<file path="src/source/rx_pkg.sv">
package rx_pkg;

	typedef logic [7:0]  byte_t;
	typedef logic [47:0] mac_t;
	typedef logic [31:0] ip_t;
	typedef logic [15:0] port_t;                  // also used for 16-bit header words
	typedef logic [10:0] offset_t;                // beat offset, saturates at 2047

	typedef struct packed
	{
		mac_t  src_mac;
		ip_t   src_ip;
		port_t src_port;
		port_t payload_len;                       // payload bytes actually written
		logic  error;                             // st_rx_error or short payload
	} rx_status_t;

	// byte offsets from the first destination MAC byte
	localparam offset_t OFS_DST_MAC   = 11'd0;
	localparam offset_t OFS_SRC_MAC   = 11'd6;
	localparam offset_t OFS_ETHERTYPE = 11'd12;
	localparam offset_t OFS_PROTOCOL  = 11'd23;
	localparam offset_t OFS_SRC_IP    = 11'd26;
	localparam offset_t OFS_DST_IP    = 11'd30;
	localparam offset_t OFS_SRC_PORT  = 11'd34;
	localparam offset_t OFS_DST_PORT  = 11'd36;
	localparam offset_t OFS_UDP_LEN   = 11'd38;   // also the decision point
	localparam offset_t OFS_PAYLOAD   = 11'd42;

	localparam port_t ETHERTYPE_IPV4 = 16'h0800;
	localparam byte_t PROTO_UDP      = 8'd17;
	localparam port_t UDP_HDR_LEN    = 16'd8;     // udp_length counts the header too
	localparam mac_t  BROADCAST_MAC  = '1;

endpackage

</file>
<file path="src/source/rx_field_capture.sv">
module rx_field_capture
#(
	parameter type field_t = rx_pkg::byte_t,
	parameter int  OFFSET  = 0
)
(
	input  logic            rx_xcvr_clk,
	input  logic            rst,
	input  logic            valid,
	input  rx_pkg::offset_t offset,
	input  rx_pkg::byte_t   data,
	output field_t          field
);

	localparam int field_bits  = $bits(field_t);
	localparam int field_bytes = field_bits / 8;

	localparam rx_pkg::offset_t win_first = rx_pkg::offset_t'(OFFSET);
	localparam rx_pkg::offset_t win_last  = rx_pkg::offset_t'(OFFSET + field_bytes - 1);

	logic                  in_window;
	logic [field_bits+7:0] shifted;               // field with the new byte appended

	always_comb
	begin
		in_window = valid && (offset >= win_first) && (offset <= win_last);
		shifted   = {field, data};
	end

	// network order, so the first byte ends up in the top bits
	always_ff @(posedge rx_xcvr_clk)
	begin
		if (rst)
			field <= '0;
		else if (in_window)
			field <= shifted[field_bits-1:0];
	end

endmodule

</file>
<file path="config.mk">
export PLATFORM = sky130hd
export DESIGN_NAME = rx_field_capture
export DESIGN_NICKNAME = d
export VERILOG_FILES = /design/src/source/rx_pkg.sv /design/src/source/rx_field_capture.sv
export SDC_FILE = /design/constraint.sdc
export NUM_CORES = 1
export LEC_CHECK = 0
export BUFFER_PORTS_ARGS = -buffer_cell sky130_fd_sc_hd__buf_2
export CORE_AREA = 3 3 40 42
export DETAILED_ROUTE_END_ITERATION = 7
export DIE_AREA = 0 0 43 45
export PLACE_DENSITY = 0.7
export SYNTH_ARGS = -nofsm -noshare
export SYNTH_HDL_FRONTEND = slang
export SYNTH_SLANG_ARGS = --single-unit
</file>
<file path="constraint.sdc">
create_clock -name rx_xcvr_clk -period 1.4 [get_ports rx_xcvr_clk]
set_input_delay 0.28 -clock rx_xcvr_clk [delete_from_list [all_inputs] [get_ports rx_xcvr_clk]]
set_output_delay 0.28 -clock rx_xcvr_clk [all_outputs]
set_load 0.1 [all_outputs]
</file>
==> impl_metrics.ini <==
[power_and_ir_drop]
leakagePower_nw = 0.269
p_sw_share_pct = 20.0
p_per_area_nw_per_um2 = 784
p_comb_share_pct = 10.4
p_clk_share_pct = 38.5
switching_power_mw = 0.0892
p_int_mw = 0.357
vdd_drop_max_mv = 0.356
total_power_mw = 0.446
seqPwrFrac_pct = 51.1

[finish]
top_register = field
nFillCells = 127
stdcell_area_um2 = 569
nets = 94
area_growth_syn_to_layout_pct = 48.7
final_cell_count_no_fill = 85
utilization_pct = 44.3
antenna_cells = 0
layout-drive-gt1-share_pct = 48.6
largest_registers = field x8
largest_reg_flops = 8

[cts]
cts_resized = 0
path_clk_slew_ps = 50
cts_sinks = 8
clk_path_buf_depth = 2
cts_tree = built
hold_buffers = 0
cts_htree_levels = 1
numCtsBuffers = 3
clk_latency_ps = 250
cts_setup_buffers = 0
clockRootBuffer = clkbuf_4

[timing]
period_needed_ps = 1290
setup_viol = 0
finClkSkew_ps = 0
worstMarginPinSlew_ps = 486
clock.fmax_mhz = 774
slew_viol_final = 0
hold_violations = 0
timing.hold.ws_ps = 283
finalWorstSetupSlack_ps = 108
setup_tns_ps = 0
relSlewSlack_pct = 67.8
fin_crit_sh_pct = 92.3
rsz0062_at_grt = false

[worst_setup_path]
cp-startpoint = field[6]$_SDFFE_PP0P_
critical_path.slowest_cell = buf_2
r2r_cells = 2
cp.arrival_ps = 1010
r2r_slack_ps = 820
crit_family = buffers and inverters
crit_type = reg2out
crit_path_end_kind = output pin
start_kind = register
r2r-end = field[7]$_SDFFE_PP0P_
crit_required_ps = 1120
crit_path_cell_trace = buf_2
r2r-start = field[7]$_SDFFE_PP0P_
cp.depth = 1
crit_fanout = 2
cp_num_buf_inv = 1
slowest_delay_ps = 430

[floorplan]
io_pins = 30
core_um2 = 1280
die_area_um2 = 1940
start_util_pct = 29.8
die-height_um = 45
dieWidth_um = 43
num_rows = 13

[synthesis]
synthesis.nets = 60
postSynthAreaPerCell_um2 = 10.1
synth_warnings = 0
ys_ff_latch = 8
seq_area_frac_synth_pct = 41.8
synth_cells = 38
syn-cell-area_um2 = 383
synth_cell_types = 8

[route]
met1_length_um = 348
dr.first_iter.drc_count = 4
via_per_inst = 4.22
wl_met2_um = 399
wl_per_cell_um = 9.86
met3_length_um = 90
drt-pass1-iter-count = 2
drc = 0
vias = 359
top_layer = met3
routed_wirelength_um = 838
ant_nets = 0

[global_route]
grt_pass1_vias = 327
grt_pass1_wl_mm = 1.41
grt_max_degree = 17
antenna_found_initial = 0
grt_overflow = 0
track_usage_pct = 10.0

[worst_hold_path]
hold_end = field[6]$_SDFFE_PP0P_
hold_path_class = in2reg
worstHoldStart = data[6]
min_path_cells = 3

[place]
post-place-ws_ps = 147
port_buffers = 29
dp_cells = 82
place.gp.congestion = 0.603
placed_area_um2 = 547

[outcome]
outcome = complete, no violations

[run]
drv_cap = 0
## metal layers
layer  GRT usage, %  vias to the layer above
met5              0                        -
met4           3.61                        0
met3           6.37                        0
met2           13.5                       16
met1           13.0                      151
li1               -                      192
## cell usage in the layout, fill, tap and decap left out, drive strengths merged
cell    synthesis  routed
clkbuf          1       3
dfxtp           8       8
nor4            2       2
nor4b           1       1
mux2i           8       8
and3            1       1
buf             1      31
nand2b         16      16
## how the worst max path moves through the flow
stage                            end  slack (ps)
2_1_floorplan  field[0]$_SDFFE_PP0P_         180
3_3_place_gp   field[1]$_SDFFE_PP0P_         140
3_5_place_dp   field[3]$_SDFFE_PP0P_         150
4_1_cts                     field[2]          90
5_1_grt                     field[7]          60
6_report                    field[6]         110
## power by group through the flow
| stage | sequential [mW] | combinational [mW] | clock [mW] |
|---|---|---|---|
| floorplan | 0.233 | 0.0159 | 0 |
| global placement | 0.233 | 0.0459 | 0 |
| detailed placement | 0.233 | 0.0469 | 0 |
| CTS | 0.228 | 0.0469 | 0.185 |
| global route | 0.228 | 0.0518 | 0.193 |
| finish | 0.228 | 0.0463 | 0.172 |
## area by class of cell
class	count	area [um^2]	share of cell area (%)
clock buffers	3	22.5	3.96
well taps	15	18.8	3.30
multi-input cells	28	208	36.5
repair buffers	31	160	28.1
flip-flops and latches	8	160	28.1
## synthesized netlist by cell type
cell | n | area share [%]
nor4_1 | 2 | 3.3
dfxtp_1 | 8 | 42
and3_1 | 1 | 1.6
nor4b_1 | 1 | 2.3
nand2b_1 | 16 | 26
buf_6 | 1 | 2.9
mux2i_1 | 8 | 21
clkbuf_1 | 1 | 0.98
## kinds of logic (layout without fill, tap and decap cells)
group / Yosys count / in the layout / synth area share [%]
simple gates: 20 / 20 / 33.3
mux: 8 / 8 / 20.9
buf+inv: 2 / 34 / 3.92
flops: 8 / 8 / 41.8
No activity file was read; power rests on OpenSTA's default activity.
