File: src/source/rx_pkg.sv
package rx_pkg;

	typedef logic [7:0]  byte_t;
	typedef logic [47:0] mac_t;
	typedef logic [31:0] ip_t;
	typedef logic [15:0] port_t;                  // also used for 16-bit header words
	typedef logic [10:0] offset_t;                // beat offset, saturates at 2047

	typedef struct packed
	{
		mac_t  src_mac;
		ip_t   src_ip;
		port_t src_port;
		port_t payload_len;                       // payload bytes actually written
		logic  error;                             // st_rx_error or short payload
	} rx_status_t;

	// byte offsets from the first destination MAC byte
	localparam offset_t OFS_DST_MAC   = 11'd0;
	localparam offset_t OFS_SRC_MAC   = 11'd6;
	localparam offset_t OFS_ETHERTYPE = 11'd12;
	localparam offset_t OFS_PROTOCOL  = 11'd23;
	localparam offset_t OFS_SRC_IP    = 11'd26;
	localparam offset_t OFS_DST_IP    = 11'd30;
	localparam offset_t OFS_SRC_PORT  = 11'd34;
	localparam offset_t OFS_DST_PORT  = 11'd36;
	localparam offset_t OFS_UDP_LEN   = 11'd38;   // also the decision point
	localparam offset_t OFS_PAYLOAD   = 11'd42;

	localparam port_t ETHERTYPE_IPV4 = 16'h0800;
	localparam byte_t PROTO_UDP      = 8'd17;
	localparam port_t UDP_HDR_LEN    = 16'd8;     // udp_length counts the header too
	localparam mac_t  BROADCAST_MAC  = '1;

endpackage

File: src/source/rx_byte_counter.sv
module rx_byte_counter
(
	input  logic            rx_xcvr_clk,
	input  logic            rst,
	input  logic            valid,
	input  logic            sop,
	input  logic            eop,
	output rx_pkg::offset_t offset
);

	rx_pkg::offset_t count;                       // offset of the next beat

	always_ff @(posedge rx_xcvr_clk)
	begin
		if (rst)
			count <= '0;
		else if (valid)
		begin
			if (eop)
				count <= '0;                      // ready for the next frame
			else if (sop)
				count <= 11'd1;
			else if (count != '1)
				count <= count + 11'd1;           // hold at 2047 on long frames
		end
	end

	// a start beat is always offset 0, whatever the counter holds
	assign offset = (valid && sop) ? '0 : count;

endmodule

File: config.mk
export PLATFORM = sky130hd
export DESIGN_NAME = rx_byte_counter
export DESIGN_NICKNAME = d
export VERILOG_FILES = /design/src/source/rx_pkg.sv /design/src/source/rx_byte_counter.sv
export SDC_FILE = /design/constraint.sdc
export NUM_CORES = 1
export LEC_CHECK = 0
export BUFFER_PORTS_ARGS = -buffer_cell sky130_fd_sc_hd__buf_2
export CELL_PAD_IN_SITES_DETAIL_PLACEMENT = 1
export CELL_PAD_IN_SITES_GLOBAL_PLACEMENT = 1
export CORE_AREA = 2 2 44 46
export CTS_BUF_LIST = sky130_fd_sc_hd__clkbuf_2
export CTS_CLUSTER_DIAMETER = 40
export DETAILED_ROUTE_END_ITERATION = 6
export DIE_AREA = 0 0 46 48
export HOLD_SLACK_MARGIN = 0.15
export PLACE_DENSITY_LB_ADDON = 0.05
export SYNTH_ARGS = -nofsm -noshare
export SYNTH_HDL_FRONTEND = slang
export SYNTH_SLANG_ARGS = --single-unit
export TNS_END_PERCENT = 5
File: constraint.sdc
create_clock -name rx_xcvr_clk -period 2.77 [get_ports rx_xcvr_clk]
set_input_delay 0 -clock rx_xcvr_clk [delete_from_list [all_inputs] [get_ports rx_xcvr_clk]]
set_output_delay 0 -clock rx_xcvr_clk [all_outputs]
set_load 0.01 [all_outputs]
==> flow_summary.toml <==
[global_route]
grt-ovfl-total = 0
grt_pass1_vias = 707
antenna_found_initial = 0
grt_pass1_wl_um = 3190
grt_max_degree = 15
grt.total_usage = 0.211

[timing]
final.min_clock_period_ps = 2440
tightest_slew_ps = 548
rsz0062_at_grt = "no"
max_freq_ghz = 0.409
setup_violations = 0
max_slew_margin = 0.632
fin_crit_sh = 0.882
clock_skew_ps = 4.86
tns_ps = 0
drv_slew = 0
hold_viol = 0

[power_and_ir_drop]
power.total_uw = 291
comb_power_share = 0.111
swShare = 0.277
seqPwrFrac = 0.553
powerDensity_nw_per_um2 = 342
intPower_uw = 211
switchingPower_uw = 80.6
clkPwrFrac = 0.336
leakage_uw = 0.000329
peakVddDrop_uv = 180

[finish]
num-fill-cells = 232
drive_gt1_frac = 0.227
final_nets = 117
largest_register_ffs = 11
stdcell_count = 127
synthToLayoutAreaGrowth_pct = 21.2
n_antenna_cell = 0
regMostFlops = "count"
top_regs = "count: 11 flops"

[job]
cap_violations = 0

[detailed_routing]
dr_wl_met2_um = 902
ant_nets = 0
drc = 0
wl_met3_um = 71
drt_first_iter_violations = 15
wl_um = 1970
m1WireLength_um = 944
avgViaCountPerCell = 5.88
post_drt_wl_per_cell_um = 15.5
highest_layer = "met4"
drtPass1Iterations = 4
vias = 747

[cts]
cts_made_buffers = 3
tritoncts = "yes"
h-tree-depth = 1
root_buffer = "clkbuf_2"
clk_pin_slew_ps = 120
cts_setup_buffers = 0
clk_latency_ps = 270
cts.sinks = 11
clk_path_buf_depth = 2

[critical_path]
startpoint_type = "flip-flop"
crit_chain = "ha_1 -> nand4_2 -> nor3_2 -> o31ai_1 -> a221oi_1 -> dlygate4sd3_1"
cpPeakStageDelay_ps = 580
worst-path-stages = 6
worstSetupPathType = "reg -> reg"
critPathRequiredTime_ps = 2990
r2r_cells = 6
crit_arrival_ps = 2670
cp_top_family = "simple AND/OR/NAND/NOR gates"
path_max_fanout = 9
cp_slowest_cell = "dlygate4sd3_1"
cp-end-kind = "flip-flop"
r2r-start = "count[1]"
crit_buf_inv = 1
critPathLaunch = "count[1]"

[placement]
dp_cells = 119
io_buffers = 15
gp_congestion = 0.795
dp.final_hpwl_um = 1450

[run_status]
status = "completed"

[synth]
synth_edf_count = 0
synth_common_cells = "dfxtp_1, nand2_1, and2_1, a21oi_1, o21ai_0"
syn-cell-area_sq_um = 702
synth_top_area_cell = "dfxtp_1"
ys_ff_latch = 11
async_flop_share = 0
synth_top_area_share = 0.314
yosysWarnings = 0
ys_seq_area_frac = 0.314
synthFlopType = "dfxtp_1"
synth_area_leaders = "dfxtp_1, and2_1, nand2_1"
synth_nets = 95
synthDistinctLibCells = 34
syn-mean-instance-area_sq_um = 7.89
syn_inst = 89

[floorplanning]
die_h_um = 48
num_rows = 15
die_w_um = 46
floorplan.initialDensity = 0.416
coreArea_sq_um = 1690
ios = 16
die-area_sq_um = 2210

[worst_hold_path]
worstHoldPathCells = 4
hold_path.class = "in -> reg"
min_from = "sop"
cell usage in the layout, fill, tap and decap left out, types with 2 or more instances in the layout:
cell type and n:
nand2_1 11, and2_1 10, dfxtp_1 11, dlygate4sd3_1 4
nor3_1 2, clkbuf_2 4, inv_1 3, a21oi_1 6
a31oi_1 4, or4b_1 2, nor4_1 2, nor2_1 4
o21ai_0 5, or3_1 2, o211ai_1 3, or4_1 2
nand4_2 2, buf_2 15
worst paths after layout:
kind / endpoint / slack, ps
worst min-delay path: count[9] / 210
worst min register to register: count[9] / 540
worst max-delay path: count[0] / 330
worst max register to register: count[0] / 330
kinds of logic after synthesis:
family,count (synthesis),synth area share
simple gates,45,0.390
compound gates,27,0.251
flops,11,0.314
buf+inv,5,0.0267
fa+ha+maj,1,0.0178
worst register-to-register path, delay by kind of cell, from the launching register on:
family                     cells  cell delay [ps]
adders and majority gates      1              250
and+or+nand+nor                2              750
buffers and inverters          1              580
AOI/OAI and AO/OA              2              400
DFF                            1              420
metal layers:
layer | global-route usage | up-vias
met4 | 0.143 | 0
met3 | 0.0491 | 6
met2 | 0.333 | 15
met1 | 0.253 | 347
li1 | - | 379
met5 | 0 | -
stage by stage:
step	instance area, sq um	util	setup slack, ps	hold WS (ps)
floorplan	702	-	1160	77.5
global placement	791	0.468	1020	314
detailed placement	791	0.468	925	331
CTS	851	0.504	378	200
global route	851	0.504	127	235
finish	851	0.504	327	212
cell type report:
cell class              instances  area [sq um]  area share
clock buffers                   4          20.0      0.0235
inverters                       3          11.3      0.0132
multi-input cells              73           463       0.544
flip-flops and latches         11           220       0.259
well taps                      17          21.3      0.0250
repair buffers                 19           115       0.135
repair_timing:
action,4_1_cts,5_1_grt
setup endpoints to repair,0,0
hold buffers,4,0
gates resized for setup,0,0
hold endpoints to repair,11,0
power by group through the flow:
stage               Combinational, uW  Sequential [uW]  Clock [uW]
finish                           32.4              161        97.8
global route                     36.2              161         110
CTS                              32.8              161         103
detailed placement               28.2              164           0
global placement                 27.6              164           0
floorplan                        16.4              164           0
(Power assumes the default switching activity.)
