$ cat src/source/rx_fifo.sv
module rx_fifo
#(
	parameter type entry_t = logic [7:0],
	parameter int  DEPTH   = 16
)
(
	input  logic   rx_xcvr_clk,
	input  logic   rst,
	input  logic   wr,
	input  entry_t din,
	input  logic   rd,
	output entry_t dout,
	output logic   empty,
	output logic   full
);

	localparam int aw = (DEPTH > 1) ? $clog2(DEPTH) : 1;
	localparam int cw = $clog2(DEPTH + 1);
	localparam logic [aw-1:0] ptr_last = aw'(DEPTH - 1);

	entry_t          mem [DEPTH];
	logic [aw-1:0]   wr_ptr;
	logic [aw-1:0]   rd_ptr;
	logic [cw-1:0]   count;
	logic [cw-1:0]   count_next;
	logic            do_wr;
	logic            do_rd;

	assign do_wr = wr && !full;                   // writes into a full buffer are dropped
	assign do_rd = rd && !empty;

	always_comb
		count_next = count + cw'(do_wr) - cw'(do_rd);

	always_ff @(posedge rx_xcvr_clk)
	begin
		if (rst)
		begin
			wr_ptr <= '0;
			rd_ptr <= '0;
			count  <= '0;
			empty  <= 1'b1;
			full   <= 1'b0;
		end
		else
		begin
			if (do_wr)
				wr_ptr <= (wr_ptr == ptr_last) ? '0 : wr_ptr + 1'b1;
			if (do_rd)
				rd_ptr <= (rd_ptr == ptr_last) ? '0 : rd_ptr + 1'b1;
			count <= count_next;
			empty <= (count_next == '0);          // flags follow the count one cycle late
			full  <= (count_next == cw'(DEPTH));
		end
	end

	always_ff @(posedge rx_xcvr_clk)
	begin
		if (do_wr)
			mem[wr_ptr] <= din;
		if (do_rd)
			dout <= mem[rd_ptr];                  // held until the next pop
	end

endmodule

$ cat config.mk
export PLATFORM = sky130hd
export DESIGN_NAME = rx_fifo
export DESIGN_NICKNAME = d
export VERILOG_FILES = /design/src/source/rx_fifo.sv
export SDC_FILE = /design/constraint.sdc
export NUM_CORES = 1
export LEC_CHECK = 0
export ABC_AREA = 1
export BUFFER_PORTS_ARGS = -buffer_cell sky130_fd_sc_hd__buf_2
export CAP_MARGIN = 10
export CORE_MARGIN = 8
export CORE_UTILIZATION = 30
export DETAILED_ROUTE_END_ITERATION = 8
export REMOVE_ABC_BUFFERS = 1
export SLEW_MARGIN = 15
export SYNTH_ARGS = -nofsm -noshare
export SYNTH_HDL_FRONTEND = slang
export SYNTH_SLANG_ARGS = --single-unit
$ cat constraint.sdc
create_clock -name rx_xcvr_clk -period 2.5 [get_ports rx_xcvr_clk]
set_input_delay 0.75 -clock rx_xcvr_clk [delete_from_list [all_inputs] [get_ports rx_xcvr_clk]]
set_output_delay 0.75 -clock rx_xcvr_clk [all_outputs]
set_load 0.01 [all_outputs]
==> results of run 1 <==
## area by class of cell
cell class              count  share of cell area [%]
clock buffers              19                    5.63
clock inverters            13                    1.77
inverters                 115                    5.63
multi-input cells         382                    21.6
flip-flops and latches    151                    57.0
well taps                 280                    4.55
repair buffers             46                    3.81
## tightest hold or removal path, cell delays in order (launching register included)
cell	delay [ns]
dfxtp_1	0.33
nand2_1	0.07
a21oi_1	0.06
## state kept, by name (all words and copies together), names as in the netlist
name,cells
wr_ptr,4
dout,8
full,1
rd_ptr,4
mem,128
count,5
empty,1
## routing by layer
metal  global-route usage [%]  vias up
li1                         -     2216
met3                     2.84       13
met2                     18.1       94
met5                        0        -
met4                     3.69        0
met1                     14.5     2078
## cell usage in the layout (no fill, tap or decap), types with 5 or more instances in the layout
master       n
edfxtp_1   136
nor2_1      27
buf_4       25
a21oi_1      8
nand2_1    253
nand3_1     72
inv_2       30
inv_1       77
buf_2       21
clkinv_1    12
clkinv_2     5
dfxtp_1     14
ha_1        10
clkbuf_16   17
## cells by family (layout without fill, tap and decap cells)
kind of cell,after synthesis,count (layout),share of synthesized area [%]
DFF,151,151,66.4
adders and majority gates,11,11,2.20
xor gates and xnor gates,1,1,0.133
buffers and inverters,138,193,8.47
and+or+nand+nor,358,358,21.9
AOI/OAI and AO/OA,12,12,0.947
## Yosys cell counts
| cell type | instances | area share, % |
|---|---|---|
| o21bai_1 | 1 | 0.11 |
| and3_1 | 1 | 0.095 |
| nor2_2 | 2 | 0.19 |
| edfxtp_1 | 136 | 62 |
| clkinv_2 | 1 | 0.076 |
| dfxtp_1 | 15 | 4.5 |
| buf_6 | 1 | 0.17 |
| clkinv_1 | 7 | 0.40 |
| inv_1 | 77 | 4.4 |
| ha_1 | 10 | 1.9 |
| nand2_1 | 253 | 14 |
| buf_2 | 11 | 0.83 |
| buf_4 | 5 | 0.57 |
| a21oi_1 | 8 | 0.61 |
| inv_2 | 30 | 1.7 |
| xor2_1 | 1 | 0.13 |
| nor2_1 | 27 | 1.5 |
| clkbuf_1 | 6 | 0.34 |
| nor3_1 | 2 | 0.15 |
| o21ai_1 | 3 | 0.23 |
| fa_1 | 1 | 0.30 |
| nand3_1 | 72 | 5.5 |
| nand4_1 | 1 | 0.095 |
## power breakdown
group	switching [mW]	internal, mW
logic	0.808	0.394
registers	0.0476	2.91
clock network	0.938	1.54
total	1.79	4.85
## through the flow
stage          total power [mW]  cell area (sq um)  util, %  instances  hold slack (ns)
6_report                   6.64               7690     35.5       1006            0.509
5_1_grt                    7.00               7690     35.5       1006            0.554
4_1_cts                    6.72               7690     35.5       1006            0.501
3_5_place_dp               4.23               7120     32.8        974            0.492
3_3_place_gp               4.21               7120     32.8        974            0.481
2_1_floorplan              3.82               6480        -        648            0.460
## how the worst max path moves through the flow
stage	slack (ns)	to	cells after the start	start
6_report	0.37	empty$_SDFF_PP1_	13	wr
5_1_grt	0.27	empty$_SDFF_PP1_	13	wr
4_1_cts	0.38	empty$_SDFF_PP1_	13	wr
3_5_place_dp	-0.07	empty$_SDFF_PP1_	13	wr
3_3_place_gp	0.01	empty$_SDFF_PP1_	13	wr
2_1_floorplan	-0.27	dout[0]$_DFFE_PP_	7	rd_ptr[0]$_SDFFE_PP0P_
==> impl_metrics.env, run 1 <==
export IMPL_power_density_nw_per_um2=863
export IMPL_reg_to_reg_slack_setup_ns=0.46
export IMPL_yosysUniqueCellTypes=23
export IMPL_cpMostUsedCell="nor2_1"
export IMPL_grt_first_pass_wirelength_um=22800
export IMPL_effective_utilization_at_floorplan_pct=30.5
export IMPL_cp_slowest_stage_delay_ns=0.41
export IMPL_rows=54
export IMPL_worstPathRequired_ns=2.85
export IMPL_wl_met2_um=6850
export IMPL_routed_top_layer="met4"
export IMPL_buffer_ports_inserted=21
export IMPL_grt_use_total_pct=11.2
export IMPL_worstHoldPathCells=2
export IMPL_routabilityCongestion=0.791
export IMPL_ioPinCount=22
export IMPL_route_met3_wl_um=639
export IMPL_report_final_setup_viol=0
export IMPL_route_detailed_vias_per_inst=4.37
export IMPL_antenna_cells=0
export IMPL_initialDrtViolationCount=314
export IMPL_cts_clk_slew_worst_paths_ns=0.06
export IMPL_detailroute_via_count=4401
export IMPL_post_cts_resized_instances=0
export IMPL_power_leakage_nw=3.29
export IMPL_htreeDepth=4
export IMPL_start_to_end_type_of_the_worst_setup_path="in2reg"
export IMPL_die_x_um=164
export IMPL_drt_pre_antenna_iters=5
export IMPL_area_of_the_mapped_netlist_sq_um=6610
export IMPL_cts_num_sinks=151
export IMPL_ordered_cell_list_for_the_critical_path="buf_2 > inv_1 > nor2_2 > inv_2 > ha_1 > inv_1 > ha_1 > fa_1 > nor2_1 > nor2_1 > nor2_1 > nand3_1 > o21bai_1"
export IMPL_area_sequential_sq_um=4390
export IMPL_dieHeight_um=164
export IMPL_area_growth_syn_to_layout_pct=16.5
export IMPL_antenna_violations_before_repair=0
export IMPL_timing_critical_path_max_delay_family="adder cells"
export IMPL_holdBufCountCts=0
export IMPL_syn_area_per_cell_sq_um=9.85
export IMPL_r2r_cell_count=11
export IMPL_ys_seq_elements=151
export IMPL_cp_max_fo=3
export IMPL_min_delay_worst_endpoint="wr_ptr[2]$_SDFFE_PP0P_"
export IMPL_syn_instance_count=671
export IMPL_tritoncts="yes"
export IMPL_clk_root_buffer_cell="clkbuf_16"
export IMPL_die_area_sq_um=27000
export IMPL_critPathLaunchType="input port"
export IMPL_min_path_type="reg2reg"
export IMPL_crit_reg_reg_startpoint="full$_SDFF_PP0_"
export IMPL_num_fill_cells=2116
export IMPL_critical_path_slowest_cell="fa_1"
export IMPL_fin_setup_tns_ns=0
export IMPL_vdd_drop_max_v=0.000546
export IMPL_max_cap_violations=0
export IMPL_layout_nets=736
export IMPL_number_of_global_route_vias_before_repair=4185
export IMPL_globalRouteOverflowTotal=0
export IMPL_yosysSeqAreaShare_pct=66.4
export IMPL_remaining_drc_errors=0
export IMPL_fraction_of_the_cycle_the_final_worst_path_needs_pct=85.3
export IMPL_clkLatencyLatePin_ns=0.42
export IMPL_setup_ws_ns=0.367
export IMPL_largest_net_degree_at_the_start_of_global_routing=68
export IMPL_worst_clock_skew_ns=0.00849
export IMPL_layout_drive_gt1_share_pct=14.5
export IMPL_dp_worst_setup_slack_ns=-0.0653
export IMPL_wirelength_um=14400
export IMPL_setup_worst_path_end_class="register"
export IMPL_finalHoldViolations=0
export IMPL_layout_min_cycle_time_ns=2.13
export IMPL_met1Wirelength_um=6680
export IMPL_cp_num_buf_inv=4
export IMPL_postCtsSetupRepairBufs=0
export IMPL_cts_path_max_buffers=2
export IMPL_multi_input_area_sq_um=1660
export IMPL_grt_setup_unrepaired="false"
export IMPL_place_hpwl_um=8840
export IMPL_ys_warnings_count=0
export IMPL_fmax_mhz=469
export IMPL_outcome="finished, final reports clean"
export IMPL_worstHoldStart="wr_ptr[2]$_SDFFE_PP0P_"
export IMPL_crit_reg2reg_capture="empty$_SDFF_PP1_"
export IMPL_worstMarginPinSlew_ns=0.744
export IMPL_ant_nets=0
export IMPL_coreArea_sq_um=21700
export IMPL_slew_headroom_pct=50.4
export IMPL_wire_per_inst_um=14.3
export IMPL_cts_inserted_buffers=17
export IMPL_critPathArrivalTime_ns=2.48
export IMPL_report_final_slew_viol_count=0
No activity file was read; power rests on OpenSTA's default activity.
==> run 2: changes to the inputs <==
--- a/config.mk
+++ b/config.mk
@@ -8,10 +8,12 @@
 export ABC_AREA = 1
 export BUFFER_PORTS_ARGS = -buffer_cell sky130_fd_sc_hd__buf_2
 export CAP_MARGIN = 10
+export CELL_PAD_IN_SITES_DETAIL_PLACEMENT = 1
+export CELL_PAD_IN_SITES_GLOBAL_PLACEMENT = 1
 export CORE_MARGIN = 8
 export CORE_UTILIZATION = 30
 export DETAILED_ROUTE_END_ITERATION = 8
-export REMOVE_ABC_BUFFERS = 1
+export PLACE_DENSITY_LB_ADDON = 0.1
 export SLEW_MARGIN = 15
 export SYNTH_ARGS = -nofsm -noshare
 export SYNTH_HDL_FRONTEND = slang
==> run 2 against run 1 <==
Net effect: critical path depth did not move; die area did not move; design area rose by 1.3%; clock power rose by 12%; hold slack got worse by 0.0035 ns; combinational power rose by 3%; worst setup slack got worse by 0.0016 ns; routed wire length rose by 20%; via count fell by 0.16%; count of clock-buffer cells in the layout did not move; highest routed layer unchanged.
==> impl_metrics.env, run 2 (synthesis results as in run 1) <==
export IMPL_critPathArrivalTime_ns=2.49
export IMPL_number_of_flip_flops_under_the_largest_register_name=128
export IMPL_grt_setup_unrepaired="false"
export IMPL_power_leakage_nw=3.33
export IMPL_cts_clk_slew_worst_paths_ns=0.06
export IMPL_route_detailed_vias_per_inst=4.37
export IMPL_worst_clock_skew_ns=0.00872
export IMPL_cts_inserted_buffers=17
export IMPL_fmax_mhz=468
export IMPL_report_final_setup_viol=0
export IMPL_ioPinCount=22
export IMPL_tritoncts="yes"
export IMPL_max_cap_violations=0
export IMPL_layout_nets=736
export IMPL_largest_net_degree_at_the_start_of_global_routing=66
export IMPL_post_route_util_pct=35.9
export IMPL_timing_critical_path_max_delay_family="adder cells"
export IMPL_remaining_drc_errors=0
export IMPL_critPathLaunchType="input port"
export IMPL_cts_num_sinks=151
export IMPL_effective_utilization_at_floorplan_pct=30.5
export IMPL_coreArea_sq_um=21700
export IMPL_grt_use_total_pct=13.6
export IMPL_die_x_um=164
export IMPL_htreeDepth=4
export IMPL_die_area_sq_um=27000
export IMPL_dp_worst_setup_slack_ns=-0.0824
export IMPL_fin_hold_ws_ns=0.506
export IMPL_min_path_type="reg2reg"
export IMPL_worstHoldStart="wr_ptr[2]$_SDFFE_PP0P_"
export IMPL_worstPathRequired_ns=2.86
export IMPL_cts_path_max_buffers=2
export IMPL_globalRouteOverflowTotal=0
export IMPL_post_cts_resized_instances=0
export IMPL_postCtsSetupRepairBufs=0
export IMPL_crit_reg2reg_capture="empty$_SDFF_PP1_"
export IMPL_r2r_cell_count=11
export IMPL_dieHeight_um=164
export IMPL_vdd_drop_max_v=0.000466
export IMPL_layout_drive_gt1_share_pct=15.2
export IMPL_antenna_cells=0
export IMPL_syn_num_nets=694
export IMPL_layout_min_cycle_time_ns=2.13
export IMPL_power_density_nw_per_um2=897
export IMPL_cp_slowest_stage_delay_ns=0.41
export IMPL_setup_ws_ns=0.365
export IMPL_reg_to_reg_slack_setup_ns=0.45
export IMPL_rows=54
export IMPL_clk_root_buffer_cell="clkbuf_16"
export IMPL_ordered_cell_list_for_the_critical_path="buf_2 > inv_1 > nor2_2 > inv_2 > ha_1 > inv_1 > ha_1 > fa_1 > nor2_1 > nor2_1 > nor2_1 > nand3_1 > o21bai_1"
export IMPL_most_frequent_standard_cell_in_the_layout_excluding_fill_and_tap_cells="nand2_1"
export IMPL_slew_headroom_pct=53.2
export IMPL_critical_path_slowest_cell="fa_1"
export IMPL_drt_pre_antenna_iters=4
export IMPL_area_growth_syn_to_layout_pct=17.9
export IMPL_grt_first_pass_wirelength_um=26900
export IMPL_layout_cells_most_common_list="253 x nand2_1, 136 x edfxtp_1, 77 x inv_1"
export IMPL_register_ranked_first_by_flip_flop_count="mem"
export IMPL_min_delay_worst_endpoint="wr_ptr[2]$_SDFFE_PP0P_"
export IMPL_start_to_end_type_of_the_worst_setup_path="in2reg"
export IMPL_number_of_global_route_vias_before_repair=4549
export IMPL_antenna_violations_before_repair=0
export IMPL_initialDrtViolationCount=220
export IMPL_ant_nets=0
export IMPL_wire_per_inst_um=17.2
export IMPL_finalHoldViolations=0
export IMPL_cpMostUsedCell="nor2_1"
export IMPL_routabilityCongestion=0.749
export IMPL_cp_max_fo=3
export IMPL_worstMarginPinSlew_ns=0.699
export IMPL_fraction_of_the_cycle_the_final_worst_path_needs_pct=85.4
export IMPL_buffer_ports_inserted=21
export IMPL_largest_registers="mem (128), dout (8), count (5)"
export IMPL_holdBufCountCts=0
export IMPL_clkLatencyLatePin_ns=0.43
export IMPL_detailroute_via_count=4394
export IMPL_crit_reg_reg_startpoint="full$_SDFF_PP0_"
export IMPL_outcome="finished, final reports clean"
export IMPL_worstHoldPathCells=2
export IMPL_cp_num_buf_inv=4
export IMPL_place_hpwl_um=10800
export IMPL_report_final_slew_viol_count=0
export IMPL_setup_worst_path_end_class="register"
export IMPL_wirelength_um=17300
run 2: how the worst max path moves through the flow:
stage          start          endpoint  slack (ns)  cells past startpoint
6_report          wr  empty$_SDFF_PP1_        0.37                     13
5_1_grt           wr  empty$_SDFF_PP1_        0.17                     13
4_1_cts           wr  empty$_SDFF_PP1_        0.36                     13
3_5_place_dp      wr  empty$_SDFF_PP1_       -0.08                     13
3_3_place_gp      wr  empty$_SDFF_PP1_       0.003                     13
2_1_floorplan     wr  empty$_SDFF_PP1_        0.06                     12
run 2: cell type report:
type                    count  area (sq um)
well taps                 280           350
inverters                 115           433
repair buffers             46           318
flip-flops and latches    151          4390
multi-input cells         382          1670
clock inverters            13           203
fillers                  2472         13900
clock buffers              19           433
run 2: layer usage:
metal	global-route usage, %	routed length (um)	vias up
li1	-	-	2213
met1	17.6	8260	2117
met2	22.4	8310	46
met3	2.92	532	18
met4	4.05	195	0
met5	0	0	-
run 2: metrics by stage:
| stage | area (sq um) | TNS [ns] | std cells | power [mW] |
|---|---|---|---|---|
| after floorplan | 6610 | 0 | 671 | 3.88 |
| after global placement | 7150 | 0 | 974 | 4.26 |
| after detailed placement | 7150 | -0.169 | 974 | 4.30 |
| after CTS | 7790 | 0 | 1006 | 7.11 |
| after global routing | 7790 | 0 | 1006 | 7.37 |
| final | 7790 | 0 | 1006 | 6.99 |
run 2: power breakdown:
group | leakage, nW | internal [mW] | switching [mW]
clock network | 0.307 | 1.77 | 1.01
registers | 1.36 | 2.91 | 0.0647
logic | 1.67 | 0.405 | 0.830
total | 3.33 | 5.09 | 1.90
run 2: worst register-to-register path: cells and delay by family (launching register included):
kind | cells | cell delay, ns
buffers and inverters | 2 | 0.09
DFF | 1 | 0.33
and+or+nand+nor | 5 | 0.59
AOI/OAI and AO/OA | 1 | 0.12
adders and majority gates | 3 | 0.88
