$ cat src/source/rx_pkg.sv
package rx_pkg;

	typedef logic [7:0]  byte_t;
	typedef logic [47:0] mac_t;
	typedef logic [31:0] ip_t;
	typedef logic [15:0] port_t;                  // also used for 16-bit header words
	typedef logic [10:0] offset_t;                // beat offset, saturates at 2047

	typedef struct packed
	{
		mac_t  src_mac;
		ip_t   src_ip;
		port_t src_port;
		port_t payload_len;                       // payload bytes actually written
		logic  error;                             // st_rx_error or short payload
	} rx_status_t;

	// byte offsets from the first destination MAC byte
	localparam offset_t OFS_DST_MAC   = 11'd0;
	localparam offset_t OFS_SRC_MAC   = 11'd6;
	localparam offset_t OFS_ETHERTYPE = 11'd12;
	localparam offset_t OFS_PROTOCOL  = 11'd23;
	localparam offset_t OFS_SRC_IP    = 11'd26;
	localparam offset_t OFS_DST_IP    = 11'd30;
	localparam offset_t OFS_SRC_PORT  = 11'd34;
	localparam offset_t OFS_DST_PORT  = 11'd36;
	localparam offset_t OFS_UDP_LEN   = 11'd38;   // also the decision point
	localparam offset_t OFS_PAYLOAD   = 11'd42;

	localparam port_t ETHERTYPE_IPV4 = 16'h0800;
	localparam byte_t PROTO_UDP      = 8'd17;
	localparam port_t UDP_HDR_LEN    = 16'd8;     // udp_length counts the header too
	localparam mac_t  BROADCAST_MAC  = '1;

endpackage

$ cat src/source/rx_manager.sv
module rx_manager
(
	input  logic               rx_xcvr_clk,
	input  logic               rst,

	input  rx_pkg::mac_t       local_mac,
	input  rx_pkg::ip_t        local_ip,
	input  rx_pkg::port_t      local_port_0,
	input  rx_pkg::port_t      local_port_1,

	input  logic               st_rx_startofpacket,
	input  logic               st_rx_endofpacket,
	input  logic               st_rx_valid,
	input  rx_pkg::byte_t      st_rx_data,
	input  logic               st_rx_error,

	input  rx_pkg::offset_t    offset,
	input  rx_pkg::mac_t       dst_mac,
	input  rx_pkg::mac_t       src_mac,
	input  rx_pkg::port_t      ethertype,
	input  rx_pkg::byte_t      protocol,
	input  rx_pkg::ip_t        src_ip,
	input  rx_pkg::ip_t        dst_ip,
	input  rx_pkg::port_t      src_port,
	input  rx_pkg::port_t      dst_port,
	input  rx_pkg::port_t      udp_len,

	output logic               data_wr_0,
	output logic               data_wr_1,
	output rx_pkg::byte_t      wr_data,
	output logic               status_wr_0,
	output logic               status_wr_1,
	output rx_pkg::rx_status_t status
);

	typedef enum logic [2:0]
	{
		st_idle,
		st_header,
		st_payload,
		st_discard,
		st_finish
	} state_t;

	state_t        state;
	logic          sel;                           // 1 selects stream 1
	rx_pkg::port_t payload_cnt;

	logic          frame_match;
	logic          beat_sop;
	logic          beat_eop;
	logic          in_payload;
	logic          short_payload;
	rx_pkg::port_t cnt_next;

	always_comb
	begin
		frame_match = ((dst_mac == local_mac) || (dst_mac == rx_pkg::BROADCAST_MAC))
			&& (ethertype == rx_pkg::ETHERTYPE_IPV4)
			&& (protocol == rx_pkg::PROTO_UDP)
			&& (dst_ip == local_ip)
			&& ((dst_port == local_port_0) || (dst_port == local_port_1));

		beat_sop = st_rx_valid && st_rx_startofpacket && !st_rx_endofpacket;
		beat_eop = st_rx_valid && st_rx_endofpacket;

		// udp_len is complete from offset 40, well before the first payload byte
		in_payload = st_rx_valid && (offset >= rx_pkg::OFS_PAYLOAD)
			&& (({1'b0, payload_cnt} + 17'(rx_pkg::UDP_HDR_LEN)) < {1'b0, udp_len});
		cnt_next = payload_cnt + rx_pkg::port_t'(in_payload);

		// frame ended before udp_length said it would
		short_payload = ({1'b0, cnt_next} + 17'(rx_pkg::UDP_HDR_LEN)) < {1'b0, udp_len};
	end

	always_ff @(posedge rx_xcvr_clk)
	begin
		if (rst)
		begin
			state       <= st_idle;
			sel         <= 1'b0;
			payload_cnt <= '0;
			data_wr_0   <= 1'b0;
			data_wr_1   <= 1'b0;
		end
		else
		begin
			data_wr_0 <= 1'b0;
			data_wr_1 <= 1'b0;
			case (state)
				st_idle:
					if (beat_sop)
						state <= st_header;
				st_header:
					if (beat_eop)
						state <= st_idle;                 // runt frame, nothing reported
					else if (st_rx_valid && (offset == rx_pkg::OFS_UDP_LEN))
					begin
						sel         <= (dst_port != local_port_0);
						payload_cnt <= '0;
						state       <= frame_match ? st_payload : st_discard;
					end
				st_payload:
				begin
					if (in_payload)
					begin
						data_wr_0   <= !sel;
						data_wr_1   <= sel;
						payload_cnt <= cnt_next;
					end
					if (beat_eop)
						state <= st_finish;
				end
				st_discard:
					if (beat_eop)
						state <= st_idle;
				st_finish:
					state <= beat_sop ? st_header : st_idle;  // next frame may start here
				default:
					state <= st_idle;
			endcase
		end
	end

	// payload byte and status record trail their beat by one cycle
	always_ff @(posedge rx_xcvr_clk)
	begin
		wr_data <= st_rx_data;
		if ((state == st_payload) && beat_eop)
		begin
			status.src_mac     <= src_mac;
			status.src_ip      <= src_ip;
			status.src_port    <= src_port;
			status.payload_len <= cnt_next;
			status.error       <= st_rx_error || short_payload;
		end
	end

	assign status_wr_0 = (state == st_finish) && !sel;
	assign status_wr_1 = (state == st_finish) && sel;

endmodule

$ cat config.mk
export PLATFORM = sky130hd
export DESIGN_NAME = rx_manager
export DESIGN_NICKNAME = d
export VERILOG_FILES = /design/src/source/rx_pkg.sv /design/src/source/rx_manager.sv
export SDC_FILE = /design/constraint.sdc
export NUM_CORES = 1
export LEC_CHECK = 0
export BUFFER_PORTS_ARGS = -buffer_cell sky130_fd_sc_hd__buf_4
export CAP_MARGIN = 15
export CORE_AREA = 2 2 193 195
export CTS_BUF_LIST = sky130_fd_sc_hd__clkbuf_4 sky130_fd_sc_hd__clkbuf_8 sky130_fd_sc_hd__clkbuf_16
export DETAILED_ROUTE_END_ITERATION = 6
export DIE_AREA = 0 0 195 197
export SYNTH_ARGS = -nofsm -noshare
export SYNTH_HDL_FRONTEND = slang
export SYNTH_SLANG_ARGS = --single-unit
$ cat constraint.sdc
create_clock -name rx_xcvr_clk -period 9.3 [get_ports rx_xcvr_clk]
set_clock_uncertainty 0.2 [all_clocks]
set_input_delay 0.93 -clock rx_xcvr_clk [delete_from_list [all_inputs] [get_ports rx_xcvr_clk]]
set_output_delay 0.93 -clock rx_xcvr_clk [all_outputs]
set_load 0.02 [all_outputs]
==> results of run 1 <==
-- cells by family (layout without fill, tap and decap cells) --
kind of cell	count (synthesis)	after routing
AND/OR/NAND/NOR	197	197
XOR/XNOR	147	147
flip-flops	143	143
AO/OA/AOI/OAI	70	70
buffers and inverters	49	559
adder cells (fa/ha/maj)	35	35
other	0	2
-- cells in the mapped netlist (all sizes together), types with 2 or more instances --
cell type  count  share of area
a211oi         3         0.0030
a21o           5         0.0050
a21oi         26          0.017
a221oi         2         0.0023
a31oi          4         0.0033
a32oi          2         0.0023
and2           4         0.0033
and3           3         0.0025
buf           14          0.012
clkbuf         3         0.0015
dfxtp         30          0.079
edfxtp       113           0.45
ha            35          0.058
inv           32          0.016
nand2         33          0.018
nand2b         7         0.0058
nand3         16          0.013
nand3b         6         0.0060
nand4         42          0.035
nand4b         3         0.0035
nor2          34          0.019
nor2b          4         0.0033
nor3           8         0.0053
nor3b          2         0.0026
nor4          20          0.017
nor4b          3         0.0035
o211ai         4         0.0040
o21ai         10         0.0066
o31ai          2         0.0026
o32ai          2         0.0033
or2            2         0.0017
or3            7         0.0058
xnor2        104           0.12
xor2          43          0.051
-- per-stage QoR --
stage,instances,hold slack [ns]
CTS,1619,0.288
global placement,1587,0.263
detailed placement,1587,0.262
floorplan,641,0.226
finish,1621,0.284
global route,1621,0.307
-- power by group through the flow --
| stage | Combinational, mW | Clock (mW) | Sequential [mW] |
|---|---|---|---|
| after floorplan | 0.0572 | 0 | 0.706 |
| after global placement | 0.212 | 0 | 0.704 |
| after detailed placement | 0.216 | 0 | 0.704 |
| after CTS | 0.216 | 0.711 | 0.690 |
| after global routing | 0.230 | 0.738 | 0.690 |
| final | 0.213 | 0.687 | 0.690 |
-- per-layer routing --
metal  up-vias  share of wire  wire, µm  global-route usage
li1       3341              -         -                   -
met1      3215           0.31     10000               0.142
met2       356           0.58     18800               0.339
met3        32          0.086      2780              0.0539
met4         0          0.023       746              0.0630
met5         -              0         0                   0
-- sequential cells by signal (all words and copies together), names as in the netlist --
signal / count
wr_data: 8
sel: 1
status: 113
payload_cnt: 16
data_wr_0: 1
data_wr_1: 1
state: 3
-- cell type report --
class                   instances  area [µm²]
clock inverters                14         145
clock buffers                  18         439
diodes                          2        5.00
fillers                      3648       23900
flip-flops and latches        143        3990
well taps                     468         586
inverters                      32         120
multi-input cells             449        3350
repair buffers                495        3720
-- tightest hold or removal path: cells and delay by family (launching register included) --
| kind | cells | cell delay, ns |
|---|---|---|
| simple gates | 1 | 0.06 |
| compound gates | 1 | 0.05 |
| flops | 1 | 0.33 |
-- worst max path at each step --
stage	endpoint	slack, ns	cells past startpoint
after floorplan	status[0]	2.77	2
after global placement	status[0]	3.62	24
after detailed placement	status[0]	3.36	25
after CTS	status[0]	3.35	25
after global routing	status[0]	2.86	25
final	status[0]	3.36	25
==> metrics.cfg, run 1 <==
[clocking]
post_cts_resized = 0
cts.path.max_buffers = 2
h_tree_lvl_count = 4
tritoncts = yes
cts_hold_buffers = 0
clock_sink_count = 143
cts-buffers-inserted = 17
cts_post_setup_buffers_inserted = 0
clockRootBuffer = clkbuf_16
insertion_delay_ns = 0.43
cts.clk_slew.worst_paths_ns = 0.07

[timing]
final_hold_viol_count = 0
setup-violations-final = 0
timing.slew.headroom = 0.451
worst-slew-pin-transition_ns = 0.816
timing.setup.tns_ns = 0
post-route-period-util = 0.638
rsz0062_at_grt = no
period_minus_slack_ns = 5.94
max_slew_violation_count = 0
layout_setup_ws_ns = 3.36
fmax_ghz = 0.168

[finish]
nNetsFinal = 1542
postLayoutCoreUtil = 0.341
finish.instance_area_mm2 = 0.0124
drive_above_1_share = 0.476
mostFrequentLayoutCells = buf_4, edfxtp_1, xnor2_1
flow.area_growth_from_synthesis_pct = 63.5
leading_cell_type_in_the_layout_fill_and_taps_excluded = buf_4

[synthesis]
ys_dominant_reg_cell = edfxtp_1
muxShareOfSynthArea = 0
post_synth_edffs = 113
yosys.area_share.adder = 0.0579
ys_ff_latch = 143
synth_sequential_area_ratio = 0.528
post_synth_and_or_nand_nor_area_fraction = 0.149
mappedNetlistArea_mm2 = 0.00756
synth_cell_types = 63
dominant_combinational_cell_family_by_area_after_synthesis = XOR/XNOR gates
instance_count_of_the_mapped_netlist = 641
synth-warning-count = 0
synth_async_sr_flop_share = 0
synth_xor_xnor_area_share = 0.172
postSynthNetCount = 1045
area_fraction_in_compound_gates_after_synthesis = 0.0634
synthesized_area_per_cell_um2 = 11.8

[power_and_ir_drop]
power.static_leakage_nw = 5.23
sw_frac_of_total = 0.238
fin_total_pwr_mw = 1.59
total_power_density_per_cell_area_mw_per_mm2 = 129
switching_power_uw = 378
power.share.combinational = 0.134
internal_power_mw = 1.21
vdd_ir_drop_max_uv = 103
seq_power_share = 0.434
clockPowerShare = 0.432

[route]
routedWlPerCell_um = 20.0
detailedRoute.firstIterationViolations = 263
route.detailed.vias_per_inst = 4.28
drt_first_pass_iters = 6
routed_wirelength_um = 32400
vias = 6944
route.antenna.remaining_nets = 0
detail_route.drc_violations = 0

[worst_setup_path]
regToRegEndpoint = status[0]
crit_path_start = payload_cnt[5]
worstSetupPathType = register to register
timing.critical_path.slowest_stage_cell = dfxtp_1
path_common_cell = ha_1
cp_top_family = simple AND/OR/NAND/NOR gates
worstPathMaxFanout = 10
required_time_worst_endpoint_ns = 9.26
length_in_cells_of_the_worst_reg_to_reg_path = 25
start_kind = register
cp-end-kind = register
reg2reg_slack_ns = 3.36
worst_path_largest_cell_delay_ns = 0.58
crit-reg2reg-launch = payload_cnt[5]
critical_path_buf_inv_count = 0
critical_path_arrival_ns = 5.90

[floorplan]
placementRows = 70
core_area_mm2 = 0.0363
die_area_mm2 = 0.0384
initial_utilization = 0.209
die_width_um = 195
floorplan.die.height_um = 197
count_of_boundary_i_o_pins = 494

[placement]
place_area_mm2 = 0.0118
post-place-ws_ns = 3.36
dp.final_hpwl_um = 27700
finalWeightedCongestion = 0.872
buffer_ports.inserted = 493

[hold_path]
hold_class = register to register
hold_path_end = payload_cnt[15]
start_point_of_the_worst_hold_path = payload_cnt[15]
min_path_cells = 2

[grt]
wire_length_of_the_first_global_routing_pass_um = 45200
track_usage = 0.164
grt_max_degree = 59
grt.overflow.total = 0
antenna_violations_before_repair = 3
vias_in_the_first_global_route = 7246

[status]
result_of_the_run = complete, no violations

[job]
count_of_maximum_capacitance_violations = 0

Note: power is estimated with default switching activity, not from simulation.
==> run 2: changes to the inputs <==
==> constraint.sdc (replaced) <==
create_clock -name rx_xcvr_clk -period 4.9 [get_ports rx_xcvr_clk]
set_clock_uncertainty 0.2 [all_clocks]
set_input_delay 0.49 -clock rx_xcvr_clk [delete_from_list [all_inputs] [get_ports rx_xcvr_clk]]
set_output_delay 0.49 -clock rx_xcvr_clk [all_outputs]
set_load 0.02 [all_outputs]
==> run 2 against run 1 <==
Against the previous run:
- the flow now finishes with violations (negative setup slack)
- count of clock-buffer cells in the layout is the same
- wire length rose by 2.7%
- non-clock buffer count is 88 higher
- fmax up 18%
- design area grew 7.1%
- clock power up 79%
- utilization rose by 2.4 points
- worst hold slack worse by 0.25 ns
- via count is 5.8% higher
- sequential share of layout area decreased by 2.1 points
- combinational power grew 97%
- largest cell class is now non-clock buffers
==> metrics.cfg, run 2 (synthesized netlist as in run 1, its figures left out) <==
[status]
result_of_the_run = complete, but fails checks
failed_checks = negative setup slack

[floorplan]
floorplan.die.height_um = 197
die_area_mm2 = 0.0384
placementRows = 70
initial_utilization = 0.209
die_width_um = 195
count_of_boundary_i_o_pins = 494
core_area_mm2 = 0.0363

[placement]
dp.final_hpwl_um = 28600
finalWeightedCongestion = 0.921
post-place-ws_ns = -0.467
buffer_ports.inserted = 493
place_area_mm2 = 0.0123
dp_cells = 1650

[hold_path]
hold_class = input port to register

[clocking]
cts-buffers-inserted = 17
insertion_delay_ns = 0.43
cts.path.max_buffers = 2
clockRootBuffer = clkbuf_16
tritoncts = yes
cts.clk_slew.worst_paths_ns = 0.07
h_tree_lvl_count = 4
clock_sink_count = 143

[timing]
worst_hold_slack_ns = 0.0342
max_slew_violation_count = 0
final_hold_viol_count = 0
period_minus_slack_ns = 5.01
timing.setup.tns_ns = -0.113
layout_setup_ws_ns = -0.113
post-route-period-util = 1.02
fmax_ghz = 0.199
setup-violations-final = 1
timing.slew.headroom = 0.391
worst-slew-pin-transition_ns = 0.911
rsz0062_at_grt = yes

[finish]
postLayoutCoreUtil = 0.365
final.fill_count = 3630
finish.instance_area_mm2 = 0.0132
mostFrequentLayoutCells = buf_4, edfxtp_1, xnor2_1
flow.area_growth_from_synthesis_pct = 75.1
layoutNonFillerInstCount = 1708
drive_above_1_share = 0.537
multi_input_area_mm2 = 0.00356
leading_cell_type_in_the_layout_fill_and_taps_excluded = buf_4
largest_register_ff_count = 113
register_cell_area_after_layout_mm2 = 0.00400
largest_register = status
nNetsFinal = 1630
layout_top_registers = status x113, payload_cnt x16, wr_data x8

[worst_setup_path]
worstPathMaxFanout = 4
timing.critical_path.slowest_stage_cell = dfxtp_4
path_common_cell = ha_4
required_time_worst_endpoint_ns = 4.98
critical_path_arrival_ns = 5.09
worstSetupPathType = register to register
cp-end-kind = register
worst_path_largest_cell_delay_ns = 0.37
start_kind = register

[power_and_ir_drop]
power.static_leakage_nw = 5.71
vdd_ir_drop_max_uv = 240
fin_total_pwr_mw = 2.96
total_power_density_per_cell_area_mw_per_mm2 = 224

[route]
routedWlPerCell_um = 19.5
drt_first_pass_iters = 5
detailedRoute.firstIterationViolations = 270
route.detailed.vias_per_inst = 4.30
vias = 7348
routed_wirelength_um = 33200
route.antenna.remaining_nets = 0
detail_route.drc_violations = 0

[grt]
grt.overflow.total = 0
antenna_violations_before_repair = 1
grt_max_degree = 32
vias_in_the_first_global_route = 7804
wire_length_of_the_first_global_routing_pass_um = 46900
track_usage = 0.168

[job]
count_of_maximum_capacitance_violations = 0

## run 2: path summary, 6_finish.rpt
path / from / end / depth (start not counted) / slack [ns]
max: payload_cnt[4] / status[0] / 26 / -0.11
min: src_mac[24] / status[89] / 1 / 0.03
max reg2reg: payload_cnt[4] / status[0] / 26 / -0.11
min reg2reg: payload_cnt[15] / payload_cnt[15] / 2 / 0.29
## run 2: what timing repair did
action                                 4_1_cts  5_1_grt
endpoints found under the hold margin        8        0
pin swaps                                   21       21
hold buffers                                 8        0
setup buffers                               14        3
cloned                                       0        0
setup endpoints to repair                    1        1
resized for setup                           28       21
## run 2: layout make-up
class                   instances  area share
clock buffers                  18      0.0327
flip-flops and latches        143       0.302
inverters                      32     0.00907
multi-input cells             449       0.269
repair buffers                583       0.333
well taps                     468      0.0442
clock inverters                14     0.00926
diodes                          1    0.000189
## run 2: layer usage
layer / track usage / vias to the layer above / share of wire
met1: 0.148 / 3444 / 0.32
met4: 0.0529 / 0 / 0.023
met3: 0.0529 / 41 / 0.080
met2: 0.353 / 346 / 0.58
met5: 0 / - / 0
li1: - / 3517 / -
## run 2: worst max-delay path, delay by kind of cell (launching register included)
family,cells,cell delay [ns]
and+or+nand+nor,9,1.38
AOI/OAI and AO/OA,9,1.37
adders and majority gates,5,1.01
DFF,1,0.37
xor gates and xnor gates,2,0.35
buffers and inverters,1,0.19
## run 2: power by group
group	internal, mW	total, mW	switching, mW	leakage, nW
Clock	0.671	1.23	0.563	0.263
Combinational	0.270	0.420	0.150	4.17
Sequential	1.31	1.31	0.00171	1.28
Total	2.25	2.96	0.715	5.71
==> run 3: changes to the inputs <==
--- a/config.mk
+++ b/config.mk
@@ -7,10 +7,11 @@
 export LEC_CHECK = 0
 export BUFFER_PORTS_ARGS = -buffer_cell sky130_fd_sc_hd__buf_4
 export CAP_MARGIN = 15
-export CORE_AREA = 2 2 193 195
+export CORE_AREA = 2 2 191 193
 export CTS_BUF_LIST = sky130_fd_sc_hd__clkbuf_4 sky130_fd_sc_hd__clkbuf_8 sky130_fd_sc_hd__clkbuf_16
 export DETAILED_ROUTE_END_ITERATION = 6
-export DIE_AREA = 0 0 195 197
+export DIE_AREA = 0 0 193 195
+export SETUP_SLACK_MARGIN = 0.05
 export SYNTH_ARGS = -nofsm -noshare
 export SYNTH_HDL_FRONTEND = slang
 export SYNTH_SLANG_ARGS = --single-unit
==> run 3 against run 2 <==
Against the previous run:
- the flow still finishes with violations (negative setup slack)
- power fell by 0.12%
- critical path depth fell by 1
- utilization increased by 0.61 points
- clock power is essentially flat
- global-route usage decreased by 0.13 points
- critical path type unchanged
- largest cell class unchanged
- highest routed layer is now met5
==> metrics.cfg, run 3 (synthesized netlist as in run 1, its figures left out) <==
[status]
result_of_the_run = complete, but fails checks
failed_checks = negative setup slack

[route]
detailedRoute.firstIterationViolations = 192
route.antenna.remaining_nets = 0
route.detailed.vias_per_inst = 4.30
detail_route.drc_violations = 0
routedWlPerCell_um = 19.5
vias = 7301
drt_first_pass_iters = 4
routed_wirelength_um = 33000

[timing]
fmax_ghz = 0.198
post-route-period-util = 1.03
worst_hold_slack_ns = 0.0316
rsz0062_at_grt = yes
timing.setup.tns_ns = -0.146
worst-slew-pin-transition_ns = 1.08
timing.slew.headroom = 0.279
period_minus_slack_ns = 5.05
max_slew_violation_count = 0
final_hold_viol_count = 0
layout_setup_ws_ns = -0.146
setup-violations-final = 1

[clocking]
clock_sink_count = 143
tritoncts = yes
clockRootBuffer = clkbuf_16
cts.path.max_buffers = 2
cts-buffers-inserted = 17
h_tree_lvl_count = 4
insertion_delay_ns = 0.43
cts.clk_slew.worst_paths_ns = 0.07

[finish]
mostFrequentLayoutCells = buf_4, edfxtp_1, xnor2_1
layout_top_registers = status x113, payload_cnt x16, wr_data x8
drive_above_1_share = 0.528
register_cell_area_after_layout_mm2 = 0.00400
flow.area_growth_from_synthesis_pct = 73.8
nNetsFinal = 1623
final.fill_count = 3557
layoutNonFillerInstCount = 1696
leading_cell_type_in_the_layout_fill_and_taps_excluded = buf_4
largest_register_ff_count = 113
multi_input_area_mm2 = 0.00352
largest_register = status

[power_and_ir_drop]
sw_frac_of_total = 0.244
fin_total_pwr_mw = 2.96
clockPowerShare = 0.417
total_power_density_per_cell_area_mw_per_mm2 = 225
switching_power_uw = 721
seq_power_share = 0.442
vdd_ir_drop_max_uv = 240
internal_power_mw = 2.24
power.static_leakage_nw = 5.65
power.share.combinational = 0.141

[floorplan]
die_area_mm2 = 0.0376
core_area_mm2 = 0.0354
die_width_um = 193
count_of_boundary_i_o_pins = 494
initial_utilization = 0.214
placementRows = 69
floorplan.die.height_um = 195

[worst_setup_path]
worstPathMaxFanout = 5
worst_path_largest_cell_delay_ns = 0.37
critical_path_arrival_ns = 5.02
critical_path_buf_inv_count = 1
start_kind = register
cp-end-kind = register
path_common_cell = ha_4
worstSetupPathType = register to register
required_time_worst_endpoint_ns = 4.87
length_in_cells_of_the_worst_reg_to_reg_path = 25
timing.critical_path.slowest_stage_cell = dfxtp_4
critical_path_cell_count = 25
cp_top_family = simple AND/OR/NAND/NOR gates

[placement]
post-place-ws_ns = -0.408
finalWeightedCongestion = 0.898
dp.final_hpwl_um = 28200
buffer_ports.inserted = 493
dp_cells = 1638

[grt]
wire_length_of_the_first_global_routing_pass_um = 45300
groute.layer.met2.usage = 0.341
use_met3 = 0.0518
antenna_violations_before_repair = 4
global_route.usage.met1 = 0.143
track_usage = 0.167
grt.overflow.total = 0
most_used_layer_global_route = met2
vias_in_the_first_global_route = 7653
grt_max_degree = 63

[job]
count_of_maximum_capacitance_violations = 0

[hold_path]
min_path_cells = 1
hold_class = input port to register

## run 3: repair_timing
item / CTS / global route
endpoints found under the setup margin: 1 / 1
hold buffers: 8 / 0
endpoints found under the hold margin: 8 / 0
setup buffers: 11 / 4
pin swaps: 22 / 16
gates resized for setup: 30 / 7
## run 3: path summary, 6_finish.rpt
check               end           start  slack (ns)
max           status[0]  payload_cnt[3]       -0.15
min          status[19]     src_port[2]        0.03
max reg2reg   status[0]  payload_cnt[3]       -0.15
min reg2reg   data_wr_0             sel        0.27
## run 3: per-layer routing
layer	share of wire	vias up
met5	0.00036	-
met4	0.032	2
met3	0.093	48
met2	0.57	353
met1	0.31	3399
li1	-	3499
## run 3: per-stage QoR
stage,area (µm²),utilization
final,13100,0.371
after CTS,13100,0.369
after detailed placement,12200,0.346
after global routing,13100,0.371
after global placement,12200,0.346
after floorplan,7600,-
## run 3: layout make-up
| cell class | instances | area share |
|---|---|---|
| flip-flops and latches | 143 | 0.305 |
| clock buffers | 17 | 0.0324 |
| well taps | 461 | 0.0439 |
| diodes | 3 | 0.000571 |
| repair buffers | 576 | 0.332 |
| inverters | 32 | 0.00914 |
| clock inverters | 15 | 0.00962 |
| multi-input cells | 449 | 0.268 |
## run 3: power by group through the flow
stage	Clock [mW]	Combinational (mW)	Sequential, mW
after global routing	1.33	0.447	1.31
after detailed placement	0	0.412	1.34
after global placement	0	0.407	1.34
after CTS	1.28	0.420	1.31
after floorplan	0	0.109	1.34
final	1.24	0.416	1.31
